File: config.mk
export PLATFORM = sky130hd
export DESIGN_NAME = prize_game_top
export DESIGN_NICKNAME = d
export VERILOG_FILES = /design/src/game_pkg.sv /design/src/vga_scan.sv /design/src/prize_map.sv /design/src/player_sprite.sv /design/src/pixel_mixer.sv /design/src/prize_game_top.sv
export SDC_FILE = /design/constraint.sdc
export NUM_CORES = 1
export LEC_CHECK = 0
export BUFFER_PORTS_ARGS = -buffer_cell sky130_fd_sc_hd__buf_2
export CAP_MARGIN = 20
export CORE_AREA = 10 10 211 213
export DETAILED_ROUTE_END_ITERATION = 8
export DIE_AREA = 0 0 221 223
export GPL_TIMING_DRIVEN = 0
export MAX_ROUTING_LAYER = met4
export PLACE_DENSITY = 0.61
export SLEW_MARGIN = 15
export SYNTH_ARGS = -nofsm -noshare
export SYNTH_HDL_FRONTEND = slang
export SYNTH_SLANG_ARGS = --single-unit
File: constraint.sdc
create_clock -name clk -period 10.8 [get_ports clk]
set_clock_uncertainty 0.05 [all_clocks]
set_input_delay 3.24 -clock clk [delete_from_list [all_inputs] [get_ports clk]]
set_output_delay 3.24 -clock clk [all_outputs]
set_load 0.03 [all_outputs]
File: src/game_pkg.sv
`default_nettype none

package game_pkg;

	// Pixel coordinate wide enough for any common VGA mode
	typedef logic [10:0] coord_t;

	// RGB332 colour with red in [7:5], green in [4:2] and blue in [1:0]
	typedef logic [7:0] rgb_t;

	// Number of prizes still on the map
	typedef logic [7:0] count_t;

	// Contents of one map cell
	typedef enum logic [2:0] {
		PRIZE_NONE = 3'd0,
		PRIZE_COIN = 3'd1,
		PRIZE_GEM  = 3'd2,
		PRIZE_STAR = 3'd3
	} prize_t;

	localparam rgb_t COLOR_BG     = 8'h00;
	localparam rgb_t COLOR_PLAYER = 8'hFF;

	// Base prize colours whose bit 0 is replaced by the shade bit
	localparam rgb_t COIN_COLOR = 8'hFC;
	localparam rgb_t GEM_COLOR  = 8'h1F;
	localparam rgb_t STAR_COLOR = 8'hE3;

endpackage

`default_nettype wire

File: src/vga_scan.sv
`timescale 1ns/1ps
`default_nettype none

module vga_scan #(
	parameter int H_ACTIVE = 640,
	parameter int H_FRONT  = 16,
	parameter int H_SYNC   = 96,
	parameter int H_BACK   = 48,
	parameter int V_ACTIVE = 480,
	parameter int V_FRONT  = 10,
	parameter int V_SYNC   = 2,
	parameter int V_BACK   = 33
) (
	input  logic            clk,
	input  logic            resetN,
	output game_pkg::coord_t pixel_x,
	output game_pkg::coord_t pixel_y,
	output logic            active,
	output logic            frame_start,
	output logic            hsync,
	output logic            vsync,
	output logic            blank
);
	import game_pkg::*;

	localparam int H_TOTAL = H_ACTIVE + H_FRONT + H_SYNC + H_BACK;
	localparam int V_TOTAL = V_ACTIVE + V_FRONT + V_SYNC + V_BACK;

	localparam coord_t LAST_X       = coord_t'(H_TOTAL - 1);
	localparam coord_t LAST_Y       = coord_t'(V_TOTAL - 1);
	localparam coord_t H_SYNC_START = coord_t'(H_ACTIVE + H_FRONT);
	localparam coord_t H_SYNC_END   = coord_t'(H_ACTIVE + H_FRONT + H_SYNC);
	localparam coord_t V_SYNC_START = coord_t'(V_ACTIVE + V_FRONT);
	localparam coord_t V_SYNC_END   = coord_t'(V_ACTIVE + V_FRONT + V_SYNC);

	logic       hsync_now;
	logic       vsync_now;
	logic [1:0] hsync_pipe;
	logic [1:0] vsync_pipe;
	logic [1:0] blank_pipe;

	// ####################
	// Pixel and line counters
	always_ff @(posedge clk or negedge resetN)
	begin
		if (!resetN)
		begin
			pixel_x <= '0;
			pixel_y <= '0;
		end
		else if (pixel_x == LAST_X)
		begin
			pixel_x <= '0;
			pixel_y <= (pixel_y == LAST_Y) ? '0 : pixel_y + coord_t'(1);
		end
		else
		begin
			pixel_x <= pixel_x + coord_t'(1);
		end
	end

	assign active      = (pixel_x < coord_t'(H_ACTIVE)) && (pixel_y < coord_t'(V_ACTIVE));
	assign frame_start = (pixel_x == '0) && (pixel_y == '0);

	// Sync pulses are active low
	assign hsync_now = !((pixel_x >= H_SYNC_START) && (pixel_x < H_SYNC_END));
	assign vsync_now = !((pixel_y >= V_SYNC_START) && (pixel_y < V_SYNC_END));

	// ####################
	// Two clocks of delay so sync and blank meet rgb
	always_ff @(posedge clk or negedge resetN)
	begin
		if (!resetN)
		begin
			hsync_pipe <= 2'b11;
			vsync_pipe <= 2'b11;
			blank_pipe <= 2'b11;
		end
		else
		begin
			hsync_pipe <= {hsync_pipe[0], hsync_now};
			vsync_pipe <= {vsync_pipe[0], vsync_now};
			blank_pipe <= {blank_pipe[0], !active};
		end
	end

	assign hsync = hsync_pipe[1];
	assign vsync = vsync_pipe[1];
	assign blank = blank_pipe[1];

	a_x_in_line: assert property (@(posedge clk) disable iff (!resetN)
		pixel_x < coord_t'(H_TOTAL));

endmodule

`default_nettype wire

File: src/prize_map.sv
`timescale 1ns/1ps
`default_nettype none

module prize_map #(
	parameter int TILE_SHIFT  = 6,
	parameter int NUM_ROWS    = 7,
	parameter int NUM_COLS    = 10,
	parameter int PLAYER_SIZE = 16
) (
	input  logic             clk,
	input  logic             resetN,
	input  game_pkg::coord_t pixel_x,
	input  game_pkg::coord_t pixel_y,
	input  logic             active,
	input  game_pkg::coord_t player_x,
	input  game_pkg::coord_t player_y,
	input  logic [9:0]       random_bits,
	input  logic             collision,
	output logic             prize_draw,
	output game_pkg::rgb_t   prize_color,
	output logic             prize_taken,
	output game_pkg::count_t prizes_left
);
	import game_pkg::*;

	localparam int ROW_W = (NUM_ROWS > 1) ? $clog2(NUM_ROWS) : 1;
	localparam int COL_W = (NUM_COLS > 1) ? $clog2(NUM_COLS) : 1;

	// Initial contents put prizes on the even checkerboard squares
	function automatic prize_t rule_cell(input int r, input int c);
		if (((r + c) % 2) != 0)
			return PRIZE_NONE;
		case ((r * NUM_COLS + c) % 3)
			0:       return PRIZE_COIN;
			1:       return PRIZE_GEM;
			default: return PRIZE_STAR;
		endcase
	endfunction

	function automatic int rule_count();
		int n;
		n = 0;
		for (int r = 0; r < NUM_ROWS; r++)
			for (int c = 0; c < NUM_COLS; c++)
				if (rule_cell(r, c) != PRIZE_NONE)
					n++;
		return n;
	endfunction

	localparam count_t INIT_COUNT = count_t'(rule_count());

	prize_t grid [NUM_ROWS][NUM_COLS];

	coord_t           tile_x, tile_y;
	coord_t           centre_x, centre_y;
	coord_t           centre_col, centre_row;
	logic             pix_in_grid, centre_in_grid;
	prize_t           pix_cell, centre_cell;
	logic [3:0]       shade_idx;
	rgb_t             base_color;
	logic             take_now;

	// ####################
	// Lookup of the prize under the current pixel
	assign tile_x      = pixel_x >> TILE_SHIFT;
	assign tile_y      = pixel_y >> TILE_SHIFT;
	assign pix_in_grid = (tile_x < coord_t'(NUM_COLS)) && (tile_y < coord_t'(NUM_ROWS));
	assign pix_cell    = pix_in_grid ? grid[tile_y[ROW_W-1:0]][tile_x[COL_W-1:0]] : PRIZE_NONE;
	assign shade_idx   = 4'((tile_x ^ tile_y) % 10);

	always_comb
	begin
		case (pix_cell)
			PRIZE_COIN: base_color = COIN_COLOR;
			PRIZE_GEM:  base_color = GEM_COLOR;
			PRIZE_STAR: base_color = STAR_COLOR;
			default:    base_color = COLOR_BG;
		endcase
	end

	always_ff @(posedge clk or negedge resetN)
	begin
		if (!resetN)
			prize_draw <= 1'b0;
		else
			prize_draw <= active && (pix_cell != PRIZE_NONE);
	end

	always_ff @(posedge clk)
	begin
		if (pix_cell == PRIZE_NONE)
			prize_color <= COLOR_BG;
		else
			prize_color <= {base_color[7:1], random_bits[shade_idx]};
	end

	// ####################
	// Collection of the prize under the player's centre
	assign centre_x       = player_x + coord_t'(PLAYER_SIZE / 2);
	assign centre_y       = player_y + coord_t'(PLAYER_SIZE / 2);
	assign centre_col     = centre_x >> TILE_SHIFT;
	assign centre_row     = centre_y >> TILE_SHIFT;
	assign centre_in_grid = (centre_col < coord_t'(NUM_COLS)) &&
	                        (centre_row < coord_t'(NUM_ROWS));
	assign centre_cell    = centre_in_grid ?
	                        grid[centre_row[ROW_W-1:0]][centre_col[COL_W-1:0]] : PRIZE_NONE;
	assign take_now       = collision && (centre_cell != PRIZE_NONE);

	always_ff @(posedge clk or negedge resetN)
	begin
		if (!resetN)
		begin
			for (int r = 0; r < NUM_ROWS; r++)
				for (int c = 0; c < NUM_COLS; c++)
					grid[r][c] <= rule_cell(r, c);
			prize_taken <= 1'b0;
			prizes_left <= INIT_COUNT;
		end
		else
		begin
			prize_taken <= take_now;
			if (take_now)
			begin
				grid[centre_row[ROW_W-1:0]][centre_col[COL_W-1:0]] <= PRIZE_NONE;
				prizes_left <= prizes_left - count_t'(1);
			end
		end
	end

	// A prize can only be taken while the count still holds it
	a_no_wrap: assert property (@(posedge clk) disable iff (!resetN)
		take_now |-> prizes_left != '0);

endmodule

`default_nettype wire

File: src/player_sprite.sv
`timescale 1ns/1ps
`default_nettype none

module player_sprite #(
	parameter int H_ACTIVE    = 640,
	parameter int V_ACTIVE    = 480,
	parameter int TILE_SHIFT  = 6,
	parameter int PLAYER_SIZE = 16,
	parameter int PLAYER_STEP = 4
) (
	input  logic             clk,
	input  logic             resetN,
	input  game_pkg::coord_t pixel_x,
	input  game_pkg::coord_t pixel_y,
	input  logic             active,
	input  logic             frame_start,
	input  logic             move_left,
	input  logic             move_right,
	input  logic             move_up,
	input  logic             move_down,
	output game_pkg::coord_t player_x,
	output game_pkg::coord_t player_y,
	output logic             player_draw
);
	import game_pkg::*;

	localparam coord_t STEP  = coord_t'(PLAYER_STEP);
	localparam coord_t SIZE  = coord_t'(PLAYER_SIZE);
	localparam coord_t X_MAX = coord_t'(H_ACTIVE - PLAYER_SIZE);
	localparam coord_t Y_MAX = coord_t'(V_ACTIVE - PLAYER_SIZE);

	// Start on tile (0,1) because the map leaves it free
	localparam coord_t START_X = coord_t'(1 << TILE_SHIFT);

	coord_t next_x;
	coord_t next_y;

	// ####################
	// Next position clamped to the visible area
	always_comb
	begin
		next_x = player_x;
		next_y = player_y;
		if (move_left)
			next_x = (next_x >= STEP) ? next_x - STEP : '0;
		if (move_right)
			next_x = (next_x + STEP <= X_MAX) ? next_x + STEP : X_MAX;
		if (move_up)
			next_y = (next_y >= STEP) ? next_y - STEP : '0;
		if (move_down)
			next_y = (next_y + STEP <= Y_MAX) ? next_y + STEP : Y_MAX;
	end

	// Position only moves between frames so a frame never tears
	always_ff @(posedge clk or negedge resetN)
	begin
		if (!resetN)
		begin
			player_x <= START_X;
			player_y <= '0;
		end
		else if (frame_start)
		begin
			player_x <= next_x;
			player_y <= next_y;
		end
	end

	// ####################
	// Is the current pixel inside the square
	always_ff @(posedge clk or negedge resetN)
	begin
		if (!resetN)
			player_draw <= 1'b0;
		else
			player_draw <= active &&
			               (pixel_x >= player_x) && (pixel_x < player_x + SIZE) &&
			               (pixel_y >= player_y) && (pixel_y < player_y + SIZE);
	end

	a_in_clamp: assert property (@(posedge clk) disable iff (!resetN)
		(player_x <= X_MAX) && (player_y <= Y_MAX));

endmodule

`default_nettype wire

File: src/pixel_mixer.sv
`timescale 1ns/1ps
`default_nettype none

module pixel_mixer (
	input  logic           clk,
	input  logic           resetN,
	input  logic           prize_draw,
	input  game_pkg::rgb_t prize_color,
	input  logic           player_draw,
	output game_pkg::rgb_t rgb,
	output logic           collision
);
	import game_pkg::*;

	rgb_t mixed;

	// ####################
	// The player wins over the prize and the prize over the background
	always_comb
	begin
		if (player_draw)
			mixed = COLOR_PLAYER;
		else if (prize_draw)
			mixed = prize_color;
		else
			mixed = COLOR_BG;
	end

	always_ff @(posedge clk or negedge resetN)
	begin
		if (!resetN)
			rgb <= COLOR_BG;
		else
			rgb <= mixed;
	end

	// Overlap of the player with a prize is a collision
	always_ff @(posedge clk or negedge resetN)
	begin
		if (!resetN)
			collision <= 1'b0;
		else
			collision <= player_draw && prize_draw;
	end

endmodule

`default_nettype wire

File: src/prize_game_top.sv
`timescale 1ns/1ps
`default_nettype none

module prize_game_top #(
	parameter int H_ACTIVE    = 640,
	parameter int H_FRONT     = 16,
	parameter int H_SYNC      = 96,
	parameter int H_BACK      = 48,
	parameter int V_ACTIVE    = 480,
	parameter int V_FRONT     = 10,
	parameter int V_SYNC      = 2,
	parameter int V_BACK      = 33,
	parameter int TILE_SHIFT  = 6,
	parameter int NUM_ROWS    = 7,
	parameter int NUM_COLS    = 10,
	parameter int PLAYER_SIZE = 16,
	parameter int PLAYER_STEP = 4
) (
	input  logic             clk,
	input  logic             resetN,
	input  logic             move_left,
	input  logic             move_right,
	input  logic             move_up,
	input  logic             move_down,
	input  logic [9:0]       random_bits,
	output logic             hsync,
	output logic             vsync,
	output logic             blank,
	output game_pkg::rgb_t   rgb,
	output logic             prize_taken,
	output logic             prize_taken_raw,
	output game_pkg::count_t prizes_left
);
	import game_pkg::*;

	coord_t pixel_x, pixel_y;
	coord_t player_x, player_y;
	logic   active, frame_start;
	logic   prize_draw, player_draw;
	rgb_t   prize_color;

	vga_scan #(
		.H_ACTIVE(H_ACTIVE), .H_FRONT(H_FRONT), .H_SYNC(H_SYNC), .H_BACK(H_BACK),
		.V_ACTIVE(V_ACTIVE), .V_FRONT(V_FRONT), .V_SYNC(V_SYNC), .V_BACK(V_BACK)
	) u_scan (
		.clk(clk), .resetN(resetN),
		.pixel_x(pixel_x), .pixel_y(pixel_y), .active(active), .frame_start(frame_start),
		.hsync(hsync), .vsync(vsync), .blank(blank)
	);

	prize_map #(
		.TILE_SHIFT(TILE_SHIFT), .NUM_ROWS(NUM_ROWS), .NUM_COLS(NUM_COLS),
		.PLAYER_SIZE(PLAYER_SIZE)
	) u_map (
		.clk(clk), .resetN(resetN),
		.pixel_x(pixel_x), .pixel_y(pixel_y), .active(active),
		.player_x(player_x), .player_y(player_y),
		.random_bits(random_bits), .collision(prize_taken_raw),
		.prize_draw(prize_draw), .prize_color(prize_color),
		.prize_taken(prize_taken), .prizes_left(prizes_left)
	);

	player_sprite #(
		.H_ACTIVE(H_ACTIVE), .V_ACTIVE(V_ACTIVE), .TILE_SHIFT(TILE_SHIFT),
		.PLAYER_SIZE(PLAYER_SIZE), .PLAYER_STEP(PLAYER_STEP)
	) u_player (
		.clk(clk), .resetN(resetN),
		.pixel_x(pixel_x), .pixel_y(pixel_y), .active(active), .frame_start(frame_start),
		.move_left(move_left), .move_right(move_right),
		.move_up(move_up), .move_down(move_down),
		.player_x(player_x), .player_y(player_y), .player_draw(player_draw)
	);

	// The collision pulse also leaves the chip for debug
	pixel_mixer u_mixer (
		.clk(clk), .resetN(resetN),
		.prize_draw(prize_draw), .prize_color(prize_color), .player_draw(player_draw),
		.rgb(rgb), .collision(prize_taken_raw)
	);

endmodule

`default_nettype wire

Word level (Yosys, flattened, before mapping)
Index checks and enable logic that the tools add are counted.
Operators by class
  bitwise operators: 7
  eq/ne operators: 5
  reduce and logical (&&, ||, !) cells: 23
  muxes and demuxes: 33
  magnitude comparators: 25
  $add $sub $neg: 11
  div/mod/pow operators: 1
Operator list (number)
  bitwise AND 210 bit: 1
  NOT 210 bit: 1
  binary-select mux 30 bit (select 3 bit): 2
  two-way mux 30 bit: 5
  two-way mux 11 bit: 10
  demux 30 bit (select 3 bit): 1
  remainder unit 32 x 4 -> 32 bit (second input constant): 1
  binary-select mux 3 bit (select 4 bit): 2
  case mux 8 bit (3 select lines): 1
  adder 11 x 1 -> 11 bit (second input constant): 2
  adder 11 x 3 -> 11 bit (second input constant): 2
  adder 11 x 4 -> 11 bit (second input constant): 2
  adder 11 x 5 -> 11 bit (second input constant): 2
  equality test 11 x 10 -> 1 bit (second input constant): 2
  greater-or-equal comparator 11 bit: 2
  greater-or-equal comparator 11 x 3 -> 1 bit (second input constant): 2
  logical NOT 11 bit: 2
  less-than comparator 11 x 10 -> 1 bit (second input constant): 2
  less-than comparator 11 bit: 2
  less-than comparator 11 x 9 -> 1 bit (second input constant): 2
  subtractor 11 x 3 -> 11 bit (second input constant): 2
  two-way mux 3 bit: 7
  two-way mux 8 bit: 2
  logical AND 1 bit: 15
  23 further kinds: 33
Word-level totals
  register bits after elaboration: 288
  input bits: 16

Longest topological paths before layout
  word-level depth: 11
  mapped depth: 17

Cells and area by module
A second synthesis with hierarchy kept.
Second synthesis, totals
  cell total of the unflattened synthesis: 1952
  area total of the unflattened synthesis: 18865.6 um^2
By module, submodules not included
  prize_map: times used 1, cells an instance 1378, area an instance 13887.1 um^2, seq. area each 5647.9 um^2
  player_sprite: times used 1, cells an instance 426, area an instance 3311.9 um^2, seq. area each 576.8 um^2
  vga_scan: times used 1, cells an instance 128, area an instance 1352.5 um^2, seq. area each 708.2 um^2
  pixel_mixer: times used 1, cells an instance 20, area an instance 314.1 um^2, seq. area each 225.2 um^2

Worst setup path after synthesis
OpenSTA, ideal clock, no wires.
  path type: input port to flip-flop
  start: in move_up
  end: reg u_player.player_y[5]
  setup slack: 4201 ps
  buffers on the path: 4
  stages on the path: 17
  arrival: 6467 ps
  cell sequence: buf_2 or4b_1 buf_2 nor4_2 and2_1 clkbuf_1 a211oi_1 ha_1 and3_1 buf_2 o2111ai_1 xnor2_1 o22ai_1 a41o_1 or2_1 or3_1 a31oi_1
Between the ends
  cells in the longest elaborated chain, start to end: 5
RTL lines
  from (decl): line prize_game_top.sv:23  | input logic move_up,
  two-way mux 11 bit (*): line player_sprite.sv:48  | if (move_up)
  adder 11 x 3 -> 11 bit: line player_sprite.sv:51  | next_y = (next_y + STEP <= Y_MAX) ? next_y + STEP : Y_MAX;
  less-or-equal comparator 11 x 9 -> 1 bit: line player_sprite.sv:51
  two-way mux 11 bit: line player_sprite.sv:51
  two-way mux 11 bit (*): line player_sprite.sv:50  | if (move_down)
  to (signal assigned): line player_sprite.sv:65  | player_y <= next_y;
  to (decl): line player_sprite.sv:22  | output game_pkg::coord_t player_y,
Every way passes the cells marked *; elsewhere a longest branch is shown, timed or not.
A chain may end at the register's enable or synchronous reset.

Worst setup path in the final report
Same ends and word-level chain as after synthesis.

==> flow_summary.yaml <==
floorplanning:
  fp.dieH_um: 223
  start_util_pct: 43.3
  die_w_um: 221
  core-area_um2: 40400
  fp.dieArea_um2: 49300
  io_pins: 37
  row_count: 74
synthesis:
  synth-seq-cells: 280
  async_flop_share_pct: 98.6
  synth_edf_count: 0
  synthFlopType: "dfrtp_1"
  syn_inst: 1748
  synth_nets: 1820
  postSynthAreaPerCell_um2: 10.0
  synth.top_cell.area_share_pct: 31.3
  synth_area_um2: 17500
  synth_top_cell_by_area: "dfrtp_1"
  ys_warn_count: 0
  ys_seq_area_share_pct: 40.4
  synth.area.top_cells: "dfrtp_1 (31%), o31a_1 (11%), dfstp_2 (8.6%)"
  ys_types: 89
sta:
  finalHoldViolations: 0
  slew_headroom_pct: 14.2
  worst_slew_pin_slew_ns: 1.29
  rsz0062_at_grt: "no"
  fmax_mhz: 148
  finalMaxSlewViolations: 0
  fin_tns_setup_ns: 0
  whs_ns: 0.306
  setup_violations: 0
  fin_crit_ns: 6.77
  fin_crit_sh_pct: 62.7
routing:
  final_antenna_net_count: 0
  first_iter_violations: 2028
  vias: 15900
  routed_wl_mm: 70.7
  routed_via_density: 6.68
  dr.pass1.iters: 6
  wl_per_cell_um: 29.7
  drcViolationCount: 0
pwr:
  pwr-share-clk_pct: 49.0
  p_per_area_nw_per_um2: 129
  power_switching_mw: 0.662
  irDropWorstVdd_mv: 0.122
  p_int_mw: 1.87
  switching_share_pct: 26.2
  combPwrFrac_pct: 9.3
  p_leak_nw: 7.95
  total_power_mw: 2.53
  pwr-share-seq_pct: 41.7
critical_path:
  cp_slowest_cell: "or4b_1"
  crit_type: "in -> reg"
  rr_startpoint: "u_player.player_y[4]$_DFFE_PN0P_"
  rr_worst_depth: 15
  startpoint: "move_up"
  worst_setup_path_start_kind: "input pin"
  cpPeakStageDelay_ns: 0.45
  critPathMaxFanout: 9
  crit_top_cell: "buf_2"
  crit_arrival_ns: 7.14
  critPathCaptureType: "register"
  crit_chain: "buf_2 > or4b_1 > buf_2 > nor4_2 > and2_1 > clkbuf_1 > a211oi_1 > ha_1 > and3_1 > buf_2 > o2111ai_1 > xnor2_1 > o22ai_1 > a41o_1 > or2_1 > or3_1 > a31oi_1"
  required_ns: 11.16
clocking:
  clock_sinks: 280
  insertion_delay_ns: 0.55
  cts-root-buf: "clkbuf_16"
  post_cts_buffers: 0
  path_clk_slew_ns: 0.05
  cts_buffer_depth: 3
  numCtsBuffers: 35
  htreeDepth: 2
  cts_hold_repair.buffers: 0
  cts_tree: "built"
  cts_resized: 0
global_route:
  grt_pass1_vias: 15700
  antenna_found_initial: 0
  grt_use_total_pct: 28.6
  grt-ovfl-total: 0
  grt_max_degree: 94
  grt_pass1_wl_mm: 105
final_layout:
  final_common_cell: "dfrtp_1"
  seqCellArea_um2: 7060
  final_cell_mix: "dfrtp_1 (219), o31a_1 (210), nand2_1 (147)"
  nets: 1896
  drive_gt1_share_pct: 16.6
  syn_to_final_growth_pct: 12.4
  fill_cells: 3899
  num_antenna_cells: 0
  multiInputGateArea_um2: 9470
placed_design:
  gp_congestion: 1.03
  numPortBuffers: 34
  hpwl_mm: 51.5
job:
  drv_cap: 0
worst_hold_path:
  hold_depth: 0
  hold_path.class: "reg -> reg"
  min-delay-start: "u_scan.blank_pipe[0]$_DFF_PN1_"
status:
  status: "complete, no violations"
[logic make-up (layout without fill, tap and decap cells)]
logic type / count (synthesis) / after routing / share of synthesized area, %
compound gates: 607 / 607 / 25.3
xor+xnor: 62 / 62 / 3.32
fa+ha+maj: 56 / 56 / 4.01
buf+inv: 213 / 315 / 5.52
flops: 280 / 280 / 40.4
mux: 105 / 105 / 9.37
simple gates: 425 / 425 / 12.1
[registers in the layout, indices dropped and copies added, names as in the netlist, 2 cells and up]
| register | count |
|---|---|
| u_map.grid | 210 |
| u_map.prize_color | 4 |
| u_map.prizes_left | 8 |
| u_mixer.rgb | 4 |
| u_player.player_x | 11 |
| u_player.player_y | 11 |
| u_scan.blank_pipe | 2 |
| u_scan.hsync_pipe | 2 |
| u_scan.pixel_x | 11 |
| u_scan.pixel_y | 11 |
| u_scan.vsync_pipe | 2 |
[Yosys cell counts (10+ instances only)]
| library cell | number |
|---|---|
| dfrtp_1 | 219 |
| o31a_1 | 210 |
| nand2_1 | 147 |
| o21ai_0 | 120 |
| clkbuf_1 | 89 |
| nor2_1 | 71 |
| a21oi_1 | 59 |
| dfstp_2 | 57 |
| ha_1 | 56 |
| mux2i_1 | 49 |
| mux4_2 | 46 |
| buf_2 | 42 |
| nand3_1 | 41 |
| xnor2_1 | 41 |
| inv_1 | 39 |
| nor3_1 | 30 |
| buf_4 | 28 |
| o211ai_1 | 28 |
| o22ai_1 | 26 |
| a31oi_1 | 23 |
| nand4_1 | 21 |
| nand2b_1 | 20 |
| a211oi_1 | 18 |
| xor2_1 | 16 |
| nor2b_1 | 15 |
| a21o_1 | 14 |
| nor4_1 | 13 |
| o221ai_1 | 13 |
| or3_1 | 12 |
| buf_1 | 11 |
| o21a_1 | 10 |
| o31ai_1 | 10 |
[per-layer routing]
layer / GRT usage (%) / share of wire (%) / routed length [um]
met2: 43.8 / 45 / 31800
met3: 5.13 / 9.0 / 6390
met5: - / 0 / 0
met4: 12.4 / 4.9 / 3480
met1: 36.6 / 41 / 29000
[power groups by stage]
stage	combinational [mW]	sequential (mW)	clock, mW
CTS	0.229	1.06	1.26
global placement	0.222	1.07	0
floorplan	0.126	1.07	0
finish	0.236	1.06	1.24
global route	0.250	1.05	1.29
detailed placement	0.228	1.07	0
[stage by stage]
step / worst slack [ns] / cell area [um2] / util [%] / instances
after detailed placement: 3.57 / 18400 / 45.7 / 2319
after floorplan: 4.20 / 17500 / - / 1748
final: 4.03 / 19700 / 48.7 / 2382
after CTS: 4.06 / 19700 / 48.7 / 2382
after global placement: 1.21 / 18300 / 45.4 / 2314
after global routing: 3.76 / 19700 / 48.7 / 2382
[layout make-up]
type                            instances  share of cell area (%)
Multi-Input combinational cell       1255                    48.2
Tap cell                              532                    3.39
Sequential cell                       280                    35.9
Buffer                                171                    4.11
Clock buffer                           48                    5.12
Timing Repair Buffer                   39                    1.42
Clock inverter                         15                    1.06
Inverter                               42                   0.802
[worst paths after layout]
check / to / slack (ns)
worst max-delay path: u_player.player_y[5]$_DFFE_PN0P_ / 4.03
worst min-delay path: u_scan.blank_pipe[1]$_DFF_PN1_ / 0.31
worst max register to register: u_map.grid[11]$_DFFE_PN0P_ / 5.43
worst min register to register: u_scan.blank_pipe[1]$_DFF_PN1_ / 0.31
max in group asynchronous: u_map.prizes_left[1]$_DFFE_PN1P_ / 7.00
min in group asynchronous: u_map.grid[8]$_DFFE_PN0P_ / 2.56
[worst max-delay path, delay by kind of cell]
family / cells / cell delay (ns)
xor+xnor: 1 / 0.16
compound gates: 5 / 0.97
buf+inv: 4 / 0.83
simple gates: 6 / 1.66
fa+ha+maj: 1 / 0.26
No activity file was read; power rests on OpenSTA's default activity.
